<file path="config.mk">
export PLATFORM = sky130hd
export DESIGN_NAME = apb_pio_bridge
export DESIGN_NICKNAME = d
export VERILOG_FILES = /design/src/rtl/decap_pkg.sv /design/src/rtl/apb_pio_bridge.sv
export VERILOG_INCLUDE_DIRS = /design/src /design/src/rtl
export SDC_FILE = /design/constraint.sdc
export NUM_CORES = 1
export LEC_CHECK = 0
export BUFFER_PORTS_ARGS = -buffer_cell sky130_fd_sc_hd__buf_4
export CAP_MARGIN = 0
export CORE_ASPECT_RATIO = 1.25
export CORE_MARGIN = 4
export CORE_UTILIZATION = 39
export DETAILED_ROUTE_END_ITERATION = 7
export PLACE_DENSITY = 0.84
export SLEW_MARGIN = 20
export SYNTH_ARGS = -nofsm -noshare
export SYNTH_HDL_FRONTEND = slang
export SYNTH_SLANG_ARGS = --single-unit
</file>
<file path="constraint.sdc">
create_clock -name clk -period 3.5 [get_ports clk]
set_input_delay 0.175 -clock clk [delete_from_list [all_inputs] [get_ports clk]]
set_output_delay 0.175 -clock clk [all_outputs]
set_load 0.005 [all_outputs]
</file>
<file path="src/rtl/decap_consts.svh">
// decap memory constants
`ifndef DECAP_CONSTS_SVH
`define DECAP_CONSTS_SVH

// host register bus
`define PIO_DATA_NBITS 32
`define PIO_ADDR_NBITS 16

// rci hash tables
`define RCI_HASH_DEPTH_NBITS 6 // 64 buckets per table
`define RCI_BUCKET_NBITS 48

// rci value table
`define RCI_VALUE_DEPTH_NBITS 5 // 32 entries
`define RCI_VALUE_NBITS 160
`define RCI_SLICE_NBITS 64 // full slice of two host words

// ###########################################################################
// host address map
// ###########################################################################
`define RCI_REGION_BIT 15 // 0 hash, 1 value
`define RCI_TABLE_BIT 9 // hash table 0 or 1
`define RCI_SLICE_LSB 3 // two-bit slice field

`endif

</file>
<file path="src/rtl/decap_pkg.sv">
// decap memory types
`default_nettype none
`include "decap_consts.svh"

package decap_pkg;

	// register strobe from the bridge
	typedef struct packed {
		logic rd;
		logic wr;
		logic [`PIO_ADDR_NBITS-1:0] addr;
		logic [`PIO_DATA_NBITS-1:0] wdata;
	} pio_req_t;

	typedef struct packed {
		logic ack;
		logic [`PIO_DATA_NBITS-1:0] rdata;
	} pio_rsp_t;

	// ###########################################################################
	// payloads
	// ###########################################################################
	typedef logic [`RCI_BUCKET_NBITS-1:0] bucket_t;
	typedef logic [`RCI_SLICE_NBITS-1:0] slice_t;
	typedef logic [`RCI_VALUE_NBITS-2*`RCI_SLICE_NBITS-1:0] slice_tail_t;

	typedef struct packed {
		slice_tail_t slice2; // top bits of the entry
		slice_t slice1;
		slice_t slice0; // low bits
	} value_t;

	// lookup ports
	typedef struct packed {
		logic rd;
		logic [`RCI_HASH_DEPTH_NBITS-1:0] raddr;
	} hash_req_t;

	typedef struct packed {
		logic ack;
		bucket_t bucket;
	} hash_rsp_t;

	typedef struct packed {
		logic rd;
		logic [`RCI_VALUE_DEPTH_NBITS-1:0] raddr;
	} value_req_t;

	typedef struct packed {
		logic ack;
		value_t value;
	} value_rsp_t;

endpackage

`default_nettype wire

</file>
<file path="src/rtl/apb_pio_bridge.sv">
// apb register strobe bridge
`timescale 1ns/1ps
`default_nettype none
`include "decap_consts.svh"

module apb_pio_bridge
	import decap_pkg::*;
(
	input wire clk,
	input wire reset,

	// apb slave
	input wire [`PIO_ADDR_NBITS-1:0] paddr,
	input wire psel,
	input wire penable,
	input wire pwrite,
	input wire [`PIO_DATA_NBITS-1:0] pwdata,
	output logic [`PIO_DATA_NBITS-1:0] prdata,
	output logic pready,
	output logic pslverr,

	// register bus to the bank
	output pio_req_t pio,
	input wire pio_rsp_t rsp,
	input wire addr_err
);

	typedef enum logic [1:0] {
		ST_IDLE,
		ST_STROBE,
		ST_WAIT
	} state_t;

	state_t state;
	logic setup;
	logic strobe_rd;
	logic strobe_wr;
	logic [`PIO_ADDR_NBITS-1:0] req_addr;
	logic [`PIO_DATA_NBITS-1:0] req_wdata;

	assign setup = psel & ~penable; // apb setup phase

	always_ff @(posedge clk) begin
		if (reset) begin
			state <= ST_IDLE;
			strobe_rd <= 1'b0;
			strobe_wr <= 1'b0;
		end else begin
			strobe_rd <= 1'b0; // one-cycle pulse
			strobe_wr <= 1'b0;
			case (state)
				ST_IDLE: begin
					if (setup) begin
						strobe_rd <= ~pwrite;
						strobe_wr <= pwrite;
						state <= ST_STROBE;
					end
				end
				ST_STROBE: state <= ST_WAIT;
				ST_WAIT: begin
					if (rsp.ack)
						state <= ST_IDLE;
				end
				default: state <= ST_IDLE;
			endcase
		end
	end

	// address and data held for the whole transfer
	always_ff @(posedge clk) begin
		if (state == ST_IDLE && setup) begin
			req_addr <= paddr;
			req_wdata <= pwdata;
		end
	end

	assign pio = '{rd: strobe_rd, wr: strobe_wr, addr: req_addr, wdata: req_wdata};

	assign pready = (state == ST_WAIT) & rsp.ack;
	assign prdata = rsp.rdata;
	assign pslverr = pready & addr_err; // decode error from the bank

endmodule

`default_nettype wire

</file>
# Word level (Yosys, flattened, before mapping)
# Cells that the tools add are included.
# W data, S select, Z words.
[op_classes]
div = 0
reduce_logical = 4
shifts = 0
n_lt_le_gt_ge = 0
bitwise_logic = 7
n_mul = 0
n_addsub = 0
eq_ne = 4
mux = 3
[ops]
columns = ["op", "n"]
rows = [
  ["$pmux W2 S3", 1],
  ["$mux W2", 2],
  ["$ne A2 B2 Y1 const B", 2],
  ["$not A1 Y1", 4],
  ["$and A1 B1 Y1", 3],
  ["$reduce_or A3 Y1", 1],
  ["$eq A2 B1 Y1 const B", 1],
  ["$eq A2 B2 Y1 const B", 1],
  ["$logic_not A2 Y1", 1],
  ["$reduce_and A2 Y1", 1],
  ["$logic_and A1 B1 Y1", 1],
]
[totals]
ram_bits = 0
latch_bits = 0
elab_cells = 23
memories = 0
ff_bits = 52
mem_bits_ro = 0

# Depth between registers and ports, before layout
[logic_depth]
word_depth = 4
depth_mapped = 2

# Worst setup path before layout
# OpenSTA, ideal clock, no wires.
[synth_path]
path_kind = "reg2reg"
from = "register state[1]"
to = "register req_addr[0], enable pin"
path_slack_ps = 1280
t_arrival_ps = 1818
stages_incl_launch_ff = 3
n_path_buf = 0
required_time_ps = 3098
cell_sequence = "dfxtp_1 or4b_4 inv_1"
[synth_between]
elab_chain_len = 2
[synth_rtl]
columns = ["item", "line", "rtl"]
rows = [
  ["start: declaration", "apb_pio_bridge.sv:34", "state_t state;"],
  ["start signal: assignment", "apb_pio_bridge.sv:45", "state <= ST_IDLE;"],
  ["start signal: assignment", "apb_pio_bridge.sv:56", "state <= ST_STROBE;"],
  ["start signal: assignment", "apb_pio_bridge.sv:59", "ST_STROBE: state <= ST_WAIT;"],
  ["$logic_not A2 Y1", "apb_pio_bridge.sv:71", "if (state == ST_IDLE && setup) begin"],
  ["$logic_and A1 B1 Y1", "apb_pio_bridge.sv:71", ""],
  ["end signal: assignment", "apb_pio_bridge.sv:72", "req_addr <= paddr;"],
  ["end: declaration", "apb_pio_bridge.sv:38", "logic [`PIO_ADDR_NBITS-1:0] req_addr;"],
]
# Every way passes these cells.
# A chain may end at the register's enable or synchronous reset.

# Final worst setup path
[layout_path]
from = "register state[1]"
to = "register req_addr[4], enable pin"
# The elaborated chain is that of the path after synthesis.

==> flow_summary.toml <==
[floorplan]
io_pins = 171
die_w_um = 69.6
rows = 27
die_area_um2 = 5920
die_height_um = 85.0
core_area_um2 = 4490
initial_utilization = 0.412

[timing]
finalClockSkew_ns = 0.00136
relSlewSlack = 0.364
tns_ns = 0
max_freq_mhz = 500
setup_viol = 0
hold_viol_final = 0
worst_slew_pin_slew_ns = 0.952
rsz0062_at_grt = "false"
post-route-period-util = 0.572
fin_worst_hold_slack_ns = 0.0467
finalCriticalPeriod_ns = 2.00
final_max_slew_viol_count = 0

[clocking]
ctsHoldBuffers = 0
ctsLongestPathBuffers = 2
htree_levels = 2
insertion_delay_ns = 0.29
cts_buffers = 5
cts_resized = 0
cts-root-buf = "clkbuf_8"
path_clk_slew_ns = 0.08
postCtsSetupRepairBufs = 0
clock-sinks = 52
tritoncts = "done"

[hold_path]
hold-path-endpoint = "strobe_rd"
hold_depth = 2
hold_path.startpoint = "pwrite"
worst_hold_path_type = "in -> reg"

[grt]
grt_pass1_wl_um = 6240
grt_max_degree = 49
first_global_vias = 1090
grt_usage = 0.147
grt_antenna_before_repair = 0
overflow = 0

[worst_setup_path]
crit_type = "reg -> reg"
cp_max_fo = 48
worst_path_largest_cell_delay_ns = 0.71
rr_endpoint = "req_addr[4]"
crit_path_cell_trace = "or4b_4 > inv_2"
regToRegSetupSlack_ns = 1.50
cp.arrival_ns = 1.92
cp_num_buf_inv = 1
cp-start-kind = "flip-flop"
cp-end-kind = "flip-flop"
r2r_start = "state[1]"
crit_path_top_delay_cell = "inv_2"
r2r_cells = 2
cpLargestDelayFamily = "buffers and inverters"
required_ns = 3.42

[cells_and_area]
mostFrequentLayoutCells = "106 x buf_4, 48 x edfxtp_1, 5 x clkbuf_8, 4 x dfxtp_1, 2 x clkinv_1"
area_growth_pct = 37.3
diodes = 0
fin_nets = 262
drive_above_1_share = 0.651
layout_commonest_cell = "buf_4"
fillCellCount = 401

[route]
viasPerCell = 4.41
dr.pass1.iters = 3
num_vias = 1028
wl_per_cell_um = 18.8
drc = 0
wirelength_um = 4370
drt_iter0_drc = 43
ant_nets = 0

[synth]
synthesis.area_um2 = 1850
synth.top_cells.by_area = "edfxtp_1 78%, buf_4 14%, dfxtp_1 4.3%, or4b_4 0.74%, nor3b_2 0.68%"
synth_top_area_frac = 0.779
ys_seq_area_frac = 0.822
yosys.area.top_type = "edfxtp_1"
synth_cell_types = 13
synth_seq_cells = 52
synth_cells = 96
syn-num-nets = 183
syn_avg_cell_area_um2 = 19.3
yosysWarningCount = 0

[power_and_ir_drop]
power_density_nw_per_um2 = 441
ir_drop_v = 0.000295
leakage_nw = 1.06

[placement]
gp_congestion = 0.684
io_buffers = 106

[run_status]
status = "finished clean"

[run]
maxCapViolations = 0
worst max-delay path by stage:
stage / start / to / slack (ns) / cells after the start
finish: state[1] / req_addr[4] / 1.50 / 2
global route: state[1] / req_wdata[16] / 1.38 / 2
floorplan: state[1] / req_addr[0] / 1.28 / 2
global placement: state[1] / req_addr[6] / 1.53 / 2
CTS: state[1] / req_addr[11] / 1.46 / 2
detailed placement: state[1] / req_addr[11] / 1.47 / 2
cells by family (layout without fill, tap and decap cells):
logic type             Yosys count  in the layout  synth area share
DFF                             52             52             0.822
buffers and inverters           35            114             0.140
and+or+nand+nor                  8              8            0.0352
AOI/OAI and AO/OA                1              1           0.00270
area by class of cell:
type	count	area (µm²)	share of cell area
flip-flops and latches	52	1520	0.599
repair buffers	106	796	0.313
well taps	58	72.6	0.0286
multi-input cells	9	70.1	0.0276
clock buffers	5	68.8	0.0271
clock inverters	2	7.51	0.00296
inverters	1	3.75	0.00148
flip-flops by register name (all words and copies together) (netlist names):
signal / cells
req_wdata: 32
req_addr: 16
strobe_wr: 1
strobe_rd: 1
state: 2
power breakdown:
group,internal [mW],leakage [nW],switching (mW)
combinational,0.0673,0.542,0.0349
sequential,0.711,0.480,0.00694
clock,0.132,0.0391,0.168
Yosys cell counts, drive strengths merged:
library cell / n
nor3b: 1
and2: 1
and3b: 1
dfxtp: 4
buf: 34
nor2: 1
a21oi: 1
nor3: 1
inv: 1
edfxtp: 48
or3b: 1
or4b: 1
nand2b: 1
per-layer routing:
layer	vias to the layer above	GRT usage	routed length, µm
li1	465	-	-
met1	450	0.110	1070
met2	94	0.260	2310
met3	19	0.121	849
met4	0	0.0732	149
met5	-	0	0
through the flow:
stage	utilization	setup slack [ns]	instance area (µm²)	instances	power (mW)
2_1_floorplan	-	1.28	1850	96	0.779
3_3_place_gp	0.548	1.53	2460	226	0.833
3_5_place_dp	0.548	1.47	2460	226	0.837
4_1_cts	0.565	1.46	2540	233	1.14
5_1_grt	0.565	1.38	2540	233	1.18
6_report	0.565	1.50	2540	233	1.12
No activity file was read; power rests on OpenSTA's default activity.
